File: config.mk
export PLATFORM = sky130hd
export DESIGN_NAME = stm_timer
export DESIGN_NICKNAME = d
export VERILOG_FILES = /design/src/rtl/stm_pkg.sv /design/src/rtl/stm_timer.sv
export SDC_FILE = /design/constraint.sdc
export NUM_CORES = 1
export LEC_CHECK = 0
export ABC_CLOCK_PERIOD_IN_PS = 6500
export BUFFER_PORTS_ARGS = -buffer_cell sky130_fd_sc_hd__buf_4
export CORE_UTILIZATION = 49
export CTS_CLUSTER_SIZE = 20
export DETAILED_ROUTE_END_ITERATION = 16
export GPL_ROUTABILITY_DRIVEN = 0
export PLACE_DENSITY = 0.74
export REMOVE_ABC_BUFFERS = 1
export SYNTH_ARGS = -nofsm -noshare
export SYNTH_HDL_FRONTEND = slang
export SYNTH_SLANG_ARGS = --single-unit
File: constraint.sdc
create_clock -name CLK -period 6.5 [get_ports CLK]
set_input_delay 0 -clock CLK [delete_from_list [all_inputs] [get_ports CLK]]
set_output_delay 0 -clock CLK [all_outputs]
set_load 0.05 [all_outputs]
File: src/rtl/stm_pkg.sv
package stm_pkg;

  // Pattern position and timing
  typedef logic [15:0] idx_t;
  typedef logic [15:0] cycle_t;
  typedef logic [15:0] freq_div_t;

  // All ones plays forever
  typedef logic [15:0] rep_t;

  // Per transducer drive values
  typedef logic [7:0] intensity_t;
  typedef logic [7:0] phase_t;

  typedef logic segment_t;

  typedef enum logic {
    swap_run,
    swap_stopped
  } swap_state_t;

endpackage

File: src/rtl/stm_timer.sv
`timescale 1ns/1ps
module stm_timer
  import stm_pkg::*;
(
  input  logic      CLK,
  input  logic      rst_n,
  input  logic      settings_update,
  input  cycle_t    cycle_0,
  input  freq_div_t freq_div_0,
  input  cycle_t    cycle_1,
  input  freq_div_t freq_div_1,
  output idx_t      idx_0,
  output idx_t      idx_1,
  output logic      settings_applied
);

  cycle_t    cycle_q    [2];
  freq_div_t freq_div_q [2];
  freq_div_t div_cnt    [2];
  idx_t      idx_q      [2];
  logic      active;

  always_ff @(posedge CLK) begin
    if (!rst_n) begin
      active           <= 1'b0;
      settings_applied <= 1'b0;
      for (int s = 0; s < 2; s++) begin
        cycle_q[s]    <= '0;
        freq_div_q[s] <= '0;
        div_cnt[s]    <= '0;
        idx_q[s]      <= '0;
      end
    end else begin
      settings_applied <= settings_update;
      if (settings_update) begin
        active        <= 1'b1;
        cycle_q[0]    <= cycle_0;
        cycle_q[1]    <= cycle_1;
        freq_div_q[0] <= freq_div_0;
        freq_div_q[1] <= freq_div_1;
        for (int s = 0; s < 2; s++) begin
          div_cnt[s] <= '0;
          idx_q[s]   <= '0;
        end
      end else if (active) begin
        // Each segment steps on its own divider
        for (int s = 0; s < 2; s++) begin
          if (div_cnt[s] == freq_div_q[s] - 16'd1) begin
            div_cnt[s] <= '0;
            if (idx_q[s] == cycle_q[s] - 16'd1) begin
              idx_q[s] <= '0;
            end else begin
              idx_q[s] <= idx_q[s] + 16'd1;
            end
          end else begin
            div_cnt[s] <= div_cnt[s] + 16'd1;
          end
        end
      end
    end
  end

  assign idx_0 = idx_q[0];
  assign idx_1 = idx_q[1];

endmodule

# Word level (Yosys, flattened, before mapping)
# Memories as Yosys holds them, arrays and structs flattened.
# Index checks and enable logic that the tools add are counted.
# word_totals
register_bits	2
ram_bits	128
inputBits	67
n_memories	4
# mem_list
name	depth	word_bits	rd	rd_clocked_by_memory_dff	write_ports	line	source
cycle_q	2	16	2	0	2	stm_timer.sv:17	cycle_t cycle_q [2];
div_cnt	2	16	2	0	2	stm_timer.sv:19	freq_div_t div_cnt [2];
freq_div_q	2	16	2	0	2	stm_timer.sv:18	freq_div_t freq_div_q [2];
idx_q	2	16	2	0	2	stm_timer.sv:20	idx_t idx_q [2];
# op_classes
addsub	8
n_eq_ne	4
n_mux	64
n_bitwise	16
# ops
operator	n
two-way mux 16 bit	16
adder 16 x 1 -> 16 bit (second input constant)	4
== test 16 bit	4
subtractor 16 x 1 -> 16 bit (second input constant)	4
two-way mux 1 bit	48
bitwise OR 1 bit	16

# Logic depth before layout (Yosys ltp)
# Gate-level depths: netlist of the first run.
# depth
depth_word	10
ltp_mapped	12
ltp_nobuf	9

# Worst setup path after synthesis of the first run
# No wires, ideal clock.
# synth_timing
path_type	register to register
start	memory freq_div_q[0][16] (netlist name)
end	memory idx_q[1][0] (netlist name) (enable)
setup_time_ns	0.411
t_arrival_ns	3.591
required_ns	6.089
path_slack_ns	2.498
stages_incl_launch_ff	11
path_buffers	2
synth_period_minus_slack_ns	4.002
path_cell_list	edfxtp_1 inv_1 ha_1 or4b_1 clkbuf_1 nor4b_2 xnor2_1 and4_1 nand4_2 clkbuf_1 o21ai_0
# synth_lines
item	line
from (decl)	stm_timer.sv:18
to (decl)	stm_timer.sv:20

==> results of run 1 <==
## cells by family after synthesis
| kind of cell | synth area share |
|---|---|
| AND/OR/NAND/NOR | 0.276 |
| AO/OA/AOI/OAI | 0.0558 |
| buffers and inverters | 0.0306 |
| adder cells (fa/ha/maj) | 0.0122 |
| multiplexers | 0.00988 |
| flip-flops | 0.472 |
| XOR/XNOR | 0.144 |
## stage by stage
step	instances	setup WS, ns	hold slack [ns]
after floorplan	736	2.57	0.110
after detailed placement	1059	2.60	0.321
final	1155	2.55	0.117
after CTS	1155	2.58	0.0929
after global placement	1059	2.70	0.317
after global routing	1155	2.26	0.142
## worst max-delay path, stage by stage, from the launching register on
cell and delay (ns):
sky130_fd_sc_hd__edfxtp_1 0.49, sky130_fd_sc_hd__inv_1 0.12, sky130_fd_sc_hd__ha_1 0.24, sky130_fd_sc_hd__or4b_1 0.58
sky130_fd_sc_hd__nor4b_2 0.38, sky130_fd_sc_hd__xnor2_1 0.15, sky130_fd_sc_hd__and4_1 0.22, sky130_fd_sc_hd__nand4_2 0.38
sky130_fd_sc_hd__nor2b_1 0.98, sky130_fd_sc_hd__nor3_1 0.12
## path summary, 6_finish.rpt
path / slack [ns] / endpoint / from / cells past startpoint
max: 2.55 / div_cnt[1][0] / freq_div_q[0][16] / 9
min: 0.12 / active / rst_n / 2
max reg2reg: 2.55 / div_cnt[1][0] / freq_div_q[0][16] / 9
min reg2reg: 0.54 / active / active / 1
## power groups by stage
stage          sequential (mW)  clock [mW]  combinational [mW]
2_1_floorplan             1.08           0               0.210
3_3_place_gp              1.07           0               0.327
3_5_place_dp              1.08           0               0.333
4_1_cts                   1.06       0.929               0.366
5_1_grt                   1.07       0.959               0.401
6_report                  1.06       0.915               0.367
## flip-flops by register name (all words and copies together) (netlist names)
| register | count |
|---|---|
| freq_div_q | 32 |
| settings_applied | 1 |
| div_cnt | 32 |
| active | 1 |
| cycle_q | 32 |
| idx_q | 32 |
## layout by cell type, fill, tap and decap left out, types with 3 or more instances in the layout
| cell | n |
|---|---|
| sky130_fd_sc_hd__a211oi_1 | 3 |
| sky130_fd_sc_hd__a21oi_1 | 4 |
| sky130_fd_sc_hd__a31oi_1 | 11 |
| sky130_fd_sc_hd__and2_1 | 3 |
| sky130_fd_sc_hd__and3_1 | 90 |
| sky130_fd_sc_hd__and4_1 | 5 |
| sky130_fd_sc_hd__buf_4 | 103 |
| sky130_fd_sc_hd__clkbuf_16 | 17 |
| sky130_fd_sc_hd__clkinv_2 | 5 |
| sky130_fd_sc_hd__clkinvlp_4 | 6 |
| sky130_fd_sc_hd__dlygate4sd3_1 | 64 |
| sky130_fd_sc_hd__edfxtp_1 | 128 |
| sky130_fd_sc_hd__ha_1 | 8 |
| sky130_fd_sc_hd__inv_1 | 16 |
| sky130_fd_sc_hd__mux2i_1 | 7 |
| sky130_fd_sc_hd__nand2_1 | 42 |
| sky130_fd_sc_hd__nand2b_1 | 5 |
| sky130_fd_sc_hd__nand3_1 | 31 |
| sky130_fd_sc_hd__nand3b_1 | 7 |
| sky130_fd_sc_hd__nand4_1 | 20 |
| sky130_fd_sc_hd__nor2_1 | 44 |
| sky130_fd_sc_hd__nor2b_1 | 12 |
| sky130_fd_sc_hd__nor3_1 | 36 |
| sky130_fd_sc_hd__nor3_2 | 3 |
| sky130_fd_sc_hd__nor3b_1 | 6 |
| sky130_fd_sc_hd__nor4_1 | 31 |
| sky130_fd_sc_hd__nor4_2 | 13 |
| sky130_fd_sc_hd__nor4b_1 | 4 |
| sky130_fd_sc_hd__o21ai_0 | 7 |
| sky130_fd_sc_hd__o21ai_1 | 4 |
| sky130_fd_sc_hd__o31ai_1 | 4 |
| sky130_fd_sc_hd__or2_2 | 4 |
| sky130_fd_sc_hd__or3_1 | 6 |
| sky130_fd_sc_hd__or4_1 | 4 |
| sky130_fd_sc_hd__xnor2_1 | 84 |
| sky130_fd_sc_hd__xor2_1 | 51 |
## cell type report
type / instances / area (um2)
clock buffers: 17 / 425
clock inverters: 15 / 143
fillers: 1336 / 6170
inverters: 17 / 63.8
multi-input cells: 589 / 4100
flip-flops and latches: 130 / 3880
well taps: 220 / 275
repair buffers: 167 / 1410
## layer usage
layer	track usage	share of wire
met1	0.282	0.45
met2	0.380	0.50
met3	0.0444	0.036
met4	0.0640	0.011
met5	0	0
==> Flow_metrics.wiki, run 1 <==
{| class="wikitable"
! Metric !! Value
|-
| Cell taking the most area after synthesis || sky130_fd_sc_hd__edfxtp_1
|-
| Crit Path Max Fanout || 18
|-
| Maximum vdd drop || 0.201 mV
|-
| EDFF count, synth || 128
|-
| Fraction of final layout cells sized beyond drive strength 1 || 0.174
|-
| Number of CTS-inserted buffers || 17
|-
| Post-synthesis sequential element count || 130
|-
| Root cell of the clock tree || sky130_fd_sc_hd__clkbuf_16
|-
| TritonCTS clock tree || built
|-
| Clock Skews || 0.00775 ns
|-
| Overflow after GRT || 0
|-
| P per Cell Area || 227 nW/um2
|-
| Mapped Avg Cell Area || 10.6 um2
|-
| DRC marker count from the first detailed-route iteration || 442
|-
| Average wire per cell in the routed design || 16.3 um
|-
| Total iterations of the first detailed-routing run || 5
|-
| Primary flip-flop cell chosen by synthesis mapping || sky130_fd_sc_hd__edfxtp_1
|-
| Num rows || 47
|-
| Number of antenna violations at the first check in global routing || 0
|-
| Average vias per placed instance || 5.63
|-
| CP Capture Type || flop
|-
| Run status || finished, final reports clean
|-
| Switching power summed over all nets || 0.625 mW
|-
| Type of origin of the critical path || flop
|-
| Leakage || 3.94 nW
|-
| Setup Total Neg Slack || 0 ns
|-
| Number of post-CTS setup repair buffers || 0
|-
| Half-perimeter wire length of the detailed placement result || 12400 um
|-
| DRC violations left || 0
|-
| Number of antenna diodes || 0
|-
| Total power draw || 2.34 mW
|-
| Final Slew Violations || 0
|-
| Final standard cell area without fillers || 10300 um2
|-
| Unrepaired setup endpoints after global routing || false
|-
| Core utilization of the finished layout || 0.626
|-
| Seq pwr share || 0.453
|-
| GRT Resource Usage Total || 0.221
|-
| Clock power frac || 0.391
|-
| Count of different cell masters after synthesis || 70
|-
| Actual transition at the worst max-transition pin || 1.13 ns
|-
| Seq/Total Area, Yosys || 0.472
|-
| H-tree depth reported by CTS || 4
|-
| Final setup vio count || 0
|-
| Clock Path Buffers || 2
|-
| Effective utilization at floorplan || 0.500
|-
| Global-route wire length before repair || 30800 um
|-
| Clock Sink Count || 130
|-
| Via count of the first global-routing pass || 6295
|-
| Crit path time final || 3.95 ns
|-
| Clock transition time at the flip-flop clock pins of the worst setup and hold paths || 0.05 ns
|-
| Max-Slew Margin vs Limit || 0.240
|-
| Hold/Removal Path Class || in -> reg
|-
| Count of input and output buffers || 99
|-
| Summed instance area of the synthesized netlist || 8230 um2
|-
| Number of nets in the final layout || 997
|-
| Die area || 17300 um2
|-
| Largest net degree at the start of global routing || 68
|-
| Routed Wire Length || 18800 um
|-
| Final hold viol count || 0
|-
| MaxCap Viol Count || 0
|-
| DRT antenna net count || 0
|-
| Placed cell area || 9090 um2
|-
| Upper clock frequency limit || 0.253 GHz
|-
| Die Width || 132 um
|-
| Most numerous cell types in the synthesized netlist || 128 x sky130_fd_sc_hd__edfxtp_1, 90 x sky130_fd_sc_hd__and3_1, 84 x sky130_fd_sc_hd__xnor2_1
|-
| Die Y || 132 um
|-
| Critical path data required time || 6.62 ns
|-
| Number of buffers inserted for hold repair after clock tree synthesis || 64
|-
| Area growth, synth to finish || 25.1%
|-
| Cell types with the largest area share after synthesis || sky130_fd_sc_hd__edfxtp_1 47%, sky130_fd_sc_hd__xnor2_1 8.9%, sky130_fd_sc_hd__and3_1 6.8%, sky130_fd_sc_hd__xor2_1 5.4%, sky130_fd_sc_hd__nor4_1 2.4%
|-
| Core outline area || 16500 um2
|-
| Internal power consumption || 1.72 mW
|-
| Critical setup path kind || reg -> reg
|-
| Async SR Flop Fraction || 0
|-
| Share of the cycle needed by the critical path after routing || 0.608
|-
| Later-pin clock latency in the skew report || 0.42 ns
|-
| Top-level port count || 100
|-
| Fraction of power spent switching nets || 0.267
|-
| Number of instances resized during post-cts repair || 0
|-
| Data arrival time of the critical path || 4.07 ns
|-
| Routed via count || 6505
|-
| Leading cell type by number of instances after synthesis || sky130_fd_sc_hd__edfxtp_1
|-
| Area share of the largest cell type after synthesis || 0.467
|-
| Warnings from Yosys || 0
|-
| Mapped Cells || 779
|-
| Combinational group share of total power || 0.157
|}
Note: power is estimated with default switching activity, not from simulation.
==> run 2, diff against run 1 <==
--- a/config.mk
+++ b/config.mk
@@ -5,7 +5,8 @@
 export SDC_FILE = /design/constraint.sdc
 export NUM_CORES = 1
 export LEC_CHECK = 0
-export ABC_CLOCK_PERIOD_IN_PS = 6500
+export ABC_AREA = 1
+export ABC_CLOCK_PERIOD_IN_PS = 4100
 export BUFFER_PORTS_ARGS = -buffer_cell sky130_fd_sc_hd__buf_4
 export CORE_UTILIZATION = 49
 export CTS_CLUSTER_SIZE = 20
==> constraint.sdc (replaced) <==
create_clock -name CLK -period 4.1 [get_ports CLK]
set_input_delay 0 -clock CLK [delete_from_list [all_inputs] [get_ports CLK]]
set_output_delay 0 -clock CLK [all_outputs]
set_load 0.05 [all_outputs]
==> Flow_metrics.wiki, run 2 <==
{| class="wikitable"
! Metric !! Value
|-
| Most numerous cell types in the synthesized netlist || 197 x sky130_fd_sc_hd__nand2_1, 196 x sky130_fd_sc_hd__nor2_1, 190 x sky130_fd_sc_hd__inv_1
|-
| Core outline area || 17200 um2
|-
| Run status || finished, final reports clean
|-
| Critical-path cell with the highest stage delay || sky130_fd_sc_hd__nand2_2
|-
| Family with the most delay on the worst path || simple AND/OR/NAND/NOR gates
|-
| TritonCTS clock tree || built
|-
| Average wire per cell in the routed design || 12.7 um
|-
| Type of origin of the critical path || flop
|-
| Warnings from Yosys || 0
|-
| Leading cell type by number of instances after synthesis || sky130_fd_sc_hd__nand2_1
|-
| CP Capture Type || flop
|-
| Unrepaired setup endpoints after global routing || false
|-
| DRT antenna net count || 0
|-
| H-tree depth reported by CTS || 4
|-
| Clock Path Buffers || 2
|-
| Worst r2r src || cycle_q[0][16]
|-
| Min-delay src || settings_update
|-
| Hold path endpoint || div_cnt[1][9]
|-
| Worst R2R Setup Slack || 1.52 ns
|-
| Half-perimeter wire length of the detailed placement result || 12900 um
|-
| Clock power frac || 0.376
|-
| Combinational group share of total power || 0.178
|-
| Clock Sink Count || 130
|-
| MaxCap Viol Count || 0
|-
| Number of buffers inserted for hold repair after clock tree synthesis || 66
|-
| GRT Resource Usage Total || 0.217
|-
| Cell-by-cell listing of the critical path || inv_1 > ha_1 > nand3_1 > nor2_2 > nand3_1 > nand2_1 > nand2_1 > nor2_1 > nand4_1 > nor2_1 > nand2_1 > nand2_2 > nor2_1
|-
| Total iterations of the first detailed-routing run || 5
|-
| Routed via count || 7039
|-
| Number of buffer and inverter instances along the worst setup path || 1
|-
| Later-pin clock latency in the skew report || 0.42 ns
|-
| Crit path time final || 2.58 ns
|-
| Fillcell total || 1426
|-
| Maximum vdd drop || 0.293 mV
|-
| Critical path data required time || 4.25 ns
|-
| Final standard cell area without fillers || 10800 um2
|-
| Total power draw || 3.70 mW
|-
| Final hold viol count || 0
|-
| Primary flip-flop cell chosen by synthesis mapping || sky130_fd_sc_hd__edfxtp_1
|-
| Post-synthesis sequential element count || 130
|-
| Number of antenna violations at the first check in global routing || 0
|-
| Cell taking the most area after synthesis || sky130_fd_sc_hd__edfxtp_1
|-
| Summed instance area of the synthesized netlist || 8610 um2
|-
| DRC marker count from the first detailed-route iteration || 461
|-
| Critical setup path kind || reg -> reg
|-
| Max-Slew Margin vs Limit || 0.450
|-
| Number of instances resized during post-cts repair || 0
|-
| Num rows || 48
|-
| Overflow after GRT || 0
|-
| Die Y || 135 um
|-
| Mapped Avg Cell Area || 8.17 um2
|-
| Hold_ws || 0.202 ns
|-
| Via count of the first global-routing pass || 6790
|-
| Register-to-Register Path Depth || 13
|-
| Number of antenna diodes || 0
|-
| Final setup vio count || 0
|-
| Async SR Flop Fraction || 0
|-
| Area share of the largest cell type after synthesis || 0.447
|-
| Mapped Cells || 1053
|-
| Highest-count cells in the layout ignoring fill and taps || 196 x sky130_fd_sc_hd__nand2_1, 196 x sky130_fd_sc_hd__nor2_1, 189 x sky130_fd_sc_hd__inv_1, 128 x sky130_fd_sc_hd__edfxtp_1, 103 x sky130_fd_sc_hd__buf_4
|-
| Data arrival time of the critical path || 2.73 ns
|-
| Seq/Total Area, Yosys || 0.451
|-
| Cell types with the largest area share after synthesis || sky130_fd_sc_hd__edfxtp_1 45%, sky130_fd_sc_hd__nand2_1 8.6%, sky130_fd_sc_hd__nor2_1 8.5%, sky130_fd_sc_hd__inv_1 8.3%, sky130_fd_sc_hd__xor2_1 5.9%
|-
| Number of post-CTS setup repair buffers || 0
|-
| Internal power consumption || 2.68 mW
|-
| Hold/Removal Path Class || in -> reg
|-
| Largest net degree at the start of global routing || 66
|-
| Share of the cycle needed by the critical path after routing || 0.629
|-
| Die area || 18100 um2
|-
| Min-Delay Path Depth || 6
|-
| Top-level port count || 100
|-
| Switching power summed over all nets || 1.02 mW
|-
| Setup WS pre-CTS || 1.51 ns
|-
| Terminus of the critical flop-to-flop path || idx_q[1][4]
|-
| Count of different cell masters after synthesis || 38
|-
| Effective utilization at floorplan || 0.499
|-
| Routed Wire Length || 18600 um
|-
| Fraction of power spent switching nets || 0.276
|-
| Placed cell area || 9580 um2
|-
| Crit Path Max Fanout || 16
|-
| EDFF count, synth || 128
|-
| Clock Skews || 0.00827 ns
|-
| Actual transition at the worst max-transition pin || 0.826 ns
|-
| Final Slew Violations || 0
|-
| Number of CTS-inserted buffers || 17
|-
| Count of input and output buffers || 99
|-
| Leakage || 4.85 nW
|-
| Setup Total Neg Slack || 0 ns
|-
| Critical Path Max Stage Delay || 0.48 ns
|-
| Number of nets in the final layout || 1303
|-
| Area growth, synth to finish || 25.2%
|-
| Upper clock frequency limit || 0.388 GHz
|-
| DRC violations left || 0
|-
| P per Cell Area || 343 nW/um2
|-
| Clock transition time at the flip-flop clock pins of the worst setup and hold paths || 0.06 ns
|-
| Seq pwr share || 0.446
|-
| Minimum setup slack in the final design || 1.52 ns
|-
| Global-route wire length before repair || 30800 um
|-
| Average vias per placed instance || 4.80
|-
| Root cell of the clock tree || sky130_fd_sc_hd__clkbuf_16
|-
| Die Width || 135 um
|-
| Fraction of final layout cells sized beyond drive strength 1 || 0.165
|}
==> run 2: cell types whose count changed after synthesis, moves of 29 or more <==
| cell | before | now |
|---|---|---|
| sky130_fd_sc_hd__nor2_1 | 44 | 196 |
| sky130_fd_sc_hd__xnor2_1 | 84 | 46 |
| sky130_fd_sc_hd__inv_1 | 17 | 190 |
| sky130_fd_sc_hd__nand2_1 | 42 | 197 |
| sky130_fd_sc_hd__and3_1 | 90 | 1 |
| sky130_fd_sc_hd__nor4_1 | 31 | 2 |
==> run 2: worst max-delay path by stage <==
stage | startpoint | endpoint | slack [ns] | cells after the start
2_1_floorplan | freq_div_q[0][0] | idx_q[0][0] | 1.04 | 10
3_3_place_gp | cycle_q[0][16] | idx_q[1][4] | 1.61 | 13
3_5_place_dp | cycle_q[0][16] | idx_q[1][15] | 1.51 | 13
4_1_cts | cycle_q[0][16] | idx_q[1][0] | 1.51 | 13
5_1_grt | cycle_q[0][16] | idx_q[1][4] | 1.23 | 13
6_report | cycle_q[0][16] | idx_q[1][4] | 1.52 | 13
==> run 2: area by class of cell <==
type / count / area [um2] / share of cell area
Clock inverter: 5 / 28.8 / 0.00267
Multi-Input combinational cell: 714 / 3900 / 0.362
Clock buffer: 27 / 513 / 0.0476
Sequential cell: 130 / 3880 / 0.360
Tap cell: 225 / 282 / 0.0261
Inverter: 196 / 736 / 0.0683
Timing Repair Buffer: 169 / 1430 / 0.133
==> run 2: power groups by stage <==
stage                     clock network, mW  registers (mW)  logic [mW]
after detailed placement                  0            1.68       0.600
after floorplan                           0            1.70       0.402
after global routing                   1.46            1.66       0.736
final                                  1.39            1.65       0.658
after global placement                    0            1.67       0.586
after CTS                              1.41            1.65       0.655
==> run 2: metal layers <==
layer	up-vias	share of wire	global-route usage
li1	3642	-	-
met1	3193	0.45	0.265
met2	168	0.48	0.372
met3	36	0.040	0.0447
met4	0	0.023	0.0955
met5	-	0	0
==> run 2: cell families after synthesis <==
kind of cell	synth area share
AOI/OAI and AO/OA	0.0206
xor gates and xnor gates	0.106
adders and majority gates	0.0116
buffers and inverters	0.0957
DFF	0.451
and+or+nand+nor	0.315
==> run 2: metrics by stage <==
stage                     utilization  cells
after floorplan                     -   1040
after global placement          0.556   1368
after detailed placement        0.556   1368
after CTS                       0.625   1466
after global routing            0.625   1466
final                           0.625   1466
==> run 2: tightest hold or removal path: stages <==
cell                      delay, ns
sky130_fd_sc_hd__buf_4         0.10
sky130_fd_sc_hd__nor2_1        0.11
sky130_fd_sc_hd__inv_2         0.08
sky130_fd_sc_hd__nor2_1        0.05
sky130_fd_sc_hd__nand3_1       0.07
sky130_fd_sc_hd__nor2_1        0.04
==> run 3, diff against run 2 <==
--- a/config.mk
+++ b/config.mk
@@ -6,13 +6,13 @@
 export NUM_CORES = 1
 export LEC_CHECK = 0
 export ABC_AREA = 1
-export ABC_CLOCK_PERIOD_IN_PS = 4100
+export ABC_CLOCK_PERIOD_IN_PS = 2200
 export BUFFER_PORTS_ARGS = -buffer_cell sky130_fd_sc_hd__buf_4
 export CORE_UTILIZATION = 49
 export CTS_CLUSTER_SIZE = 20
 export DETAILED_ROUTE_END_ITERATION = 16
 export GPL_ROUTABILITY_DRIVEN = 0
-export PLACE_DENSITY = 0.74
+export PLACE_DENSITY = 0.76
 export REMOVE_ABC_BUFFERS = 1
 export SYNTH_ARGS = -nofsm -noshare
 export SYNTH_HDL_FRONTEND = slang
==> constraint.sdc (replaced) <==
create_clock -name CLK -period 2.2 [get_ports CLK]
set_input_delay 0 -clock CLK [delete_from_list [all_inputs] [get_ports CLK]]
set_output_delay 0 -clock CLK [all_outputs]
set_load 0.05 [all_outputs]
==> Flow_metrics.wiki, run 3 (synthesis gave the netlist of run 2 again) <==
{| class="wikitable"
! Metric !! Value
|-
| Cell-by-cell listing of the critical path || inv_2 > ha_4 > xnor2_2 > nor2_2 > nand2_1 > nor2_2 > nand4_1 > nor2_2 > nand3_2 > o21ai_2 > buf_12
|-
| Total power draw || 7.64 mW
|-
| Routed Wire Length || 20600 um
|-
| Average vias per placed instance || 4.84
|-
| Total iterations of the first detailed-routing run || 5
|-
| Seq pwr share || 0.403
|-
| Hold/Removal Path Class || in -> reg
|-
| Maximum vdd drop || 0.563 mV
|-
| Number of nets in the final layout || 1365
|-
| Critical-path cell with the highest stage delay || sky130_fd_sc_hd__edfxtp_1
|-
| Clock Sink Count || 130
|-
| Number of antenna violations at the first check in global routing || 0
|-
| Die area || 18100 um2
|-
| Core outline area || 17200 um2
|-
| Type of origin of the critical path || flop
|-
| Core utilization of the finished layout || 0.692
|-
| Clock power frac || 0.401
|-
| Switching power summed over all nets || 2.17 mW
|-
| Max-Slew Margin vs Limit || 0.467
|-
| Fraction of final layout cells sized beyond drive strength 1 || 0.273
|-
| Clock Path Buffers || 2
|-
| CP Capture Type || flop
|-
| Minimum setup slack in the final design || -0.0146 ns
|-
| Unrepaired setup endpoints after global routing || true
|-
| Top cell by count, worst path || sky130_fd_sc_hd__nor2_2
|-
| Highest-count cells in the layout ignoring fill and taps || 188 x sky130_fd_sc_hd__nand2_1, 181 x sky130_fd_sc_hd__inv_1, 158 x sky130_fd_sc_hd__nor2_1, 149 x sky130_fd_sc_hd__buf_4, 128 x sky130_fd_sc_hd__edfxtp_1
|-
| Min-Delay Path Depth || 4
|-
| Final standard cell area without fillers || 11900 um2
|-
| Count of input and output buffers || 99
|-
| Final Slew Violations || 0
|-
| Number of CTS-inserted buffers || 17
|-
| Data arrival time of the critical path || 2.35 ns
|-
| Critical Path Max Stage Delay || 0.41 ns
|-
| Die Y || 135 um
|-
| Largest net degree at the start of global routing || 65
|-
| Crit Path Max Fanout || 16
|-
| H-tree depth reported by CTS || 4
|-
| Die Width || 135 um
|-
| Upper clock frequency limit || 0.452 GHz
|-
| Half-perimeter wire length of the detailed placement result || 13200 um
|-
| Area growth, synth to finish || 38.6%
|-
| Average wire per cell in the routed design || 13.5 um
|-
| Later-pin clock latency in the skew report || 0.43 ns
|-
| GRT Resource Usage Total || 0.229
|-
| Clock Skews || 0.00698 ns
|-
| Leakage || 5.32 nW
|-
| Critical path data required time || 2.34 ns
|-
| Num rows || 48
|-
| DRT antenna net count || 0
|-
| Share of the cycle needed by the critical path after routing || 1.01
|-
| Combinational group share of total power || 0.196
|-
| Critical setup path kind || reg -> reg
|-
| Clock transition time at the flip-flop clock pins of the worst setup and hold paths || 0.06 ns
|-
| Number of antenna diodes || 0
|-
| DRC violations left || 0
|-
| Placed Instances || 1399
|-
| Violations in the final reports || setup timing
|-
| Register-to-Register Path Depth || 11
|-
| Final hold viol count || 0
|-
| Effective utilization at floorplan || 0.499
|-
| Most frequent standard cell in the layout excluding fill and tap cells || sky130_fd_sc_hd__nand2_1
|-
| DRC marker count from the first detailed-route iteration || 528
|-
| Fraction of power spent switching nets || 0.284
|-
| Routed via count || 7400
|-
| Actual transition at the worst max-transition pin || 0.800 ns
|-
| Root cell of the clock tree || sky130_fd_sc_hd__clkbuf_16
|-
| TritonCTS clock tree || built
|-
| MaxCap Viol Count || 0
|-
| Internal power consumption || 5.47 mW
|-
| P per Cell Area || 641 nW/um2
|-
| Placed cell area || 9900 um2
|-
| Global-route wire length before repair || 32500 um
|-
| Overflow after GRT || 0
|-
| Crit path time final || 2.21 ns
|-
| Top-level port count || 100
|-
| Number of standard cells in the final layout excluding fillers || 1528
|-
| Via count of the first global-routing pass || 7243
|-
| Final setup vio count || 16
|-
| Run status || finished with violations
|}
run 3: critical path, delay by kind of cell (launching register included):
family                   cells  cell delay, ns
flip-flops                   1            0.41
AND/OR/NAND/NOR              6            0.73
XOR/XNOR                     1            0.13
buffers and inverters        2            0.27
AO/OA/AOI/OAI                1            0.18
adder cells (fa/ha/maj)      1            0.20
run 3: area by class of cell:
cell class | count | area, um2
fillers | 1235 | 5310
multi-input cells | 714 | 4340
flip-flops and latches | 130 | 3880
repair buffers | 231 | 2050
inverters | 196 | 736
clock buffers | 18 | 429
well taps | 225 | 282
clock inverters | 14 | 203
run 3: routing by layer:
metal	up-vias	global-route usage	share of wire	wire length, um
met5	-	0	0	0
met4	0	0.0868	0.015	305
met3	25	0.0409	0.039	801
met2	197	0.406	0.52	10700
met1	3401	0.276	0.43	8800
li1	3777	-	-	-
run 3: per-stage QoR:
stage,hold slack (ns),setup WS [ns],setup TNS [ns]
2_1_floorplan,0.132,-0.856,-35.45
3_3_place_gp,0.283,-0.00979,-0.173
3_5_place_dp,0.292,-0.0848,-2.87
4_1_cts,0.179,-0.0156,-0.113
5_1_grt,0.206,-0.168,-9.90
6_report,0.188,-0.0146,-0.190
run 3: final timing paths:
kind                     from             to  slack (ns)
max reg2reg  freq_div_q[0][0]   idx_q[0][15]       -0.01
min           settings_update    idx_q[1][6]        0.19
min reg2reg     div_cnt[0][0]  div_cnt[0][0]        0.64
max          freq_div_q[0][0]   idx_q[0][15]       -0.01
run 3: power by group through the flow:
stage	clock network (mW)	registers, mW	logic, mW
after floorplan	0	3.17	0.749
after global placement	0	3.11	1.15
after detailed placement	0	3.12	1.18
after CTS	3.09	3.07	1.35
after global routing	3.19	3.10	1.65
final	3.06	3.08	1.50
run 3: timing repair:
item | 4_1_cts | 5_1_grt
hold buffers | 66 | 0
setup buffers | 9 | 19
endpoints found under the hold margin | 65 | 0
gates resized for setup | 31 | 94
gates cloned | 1 | 2
pin swaps | 15 | 22
setup endpoints to repair | 79 | 95
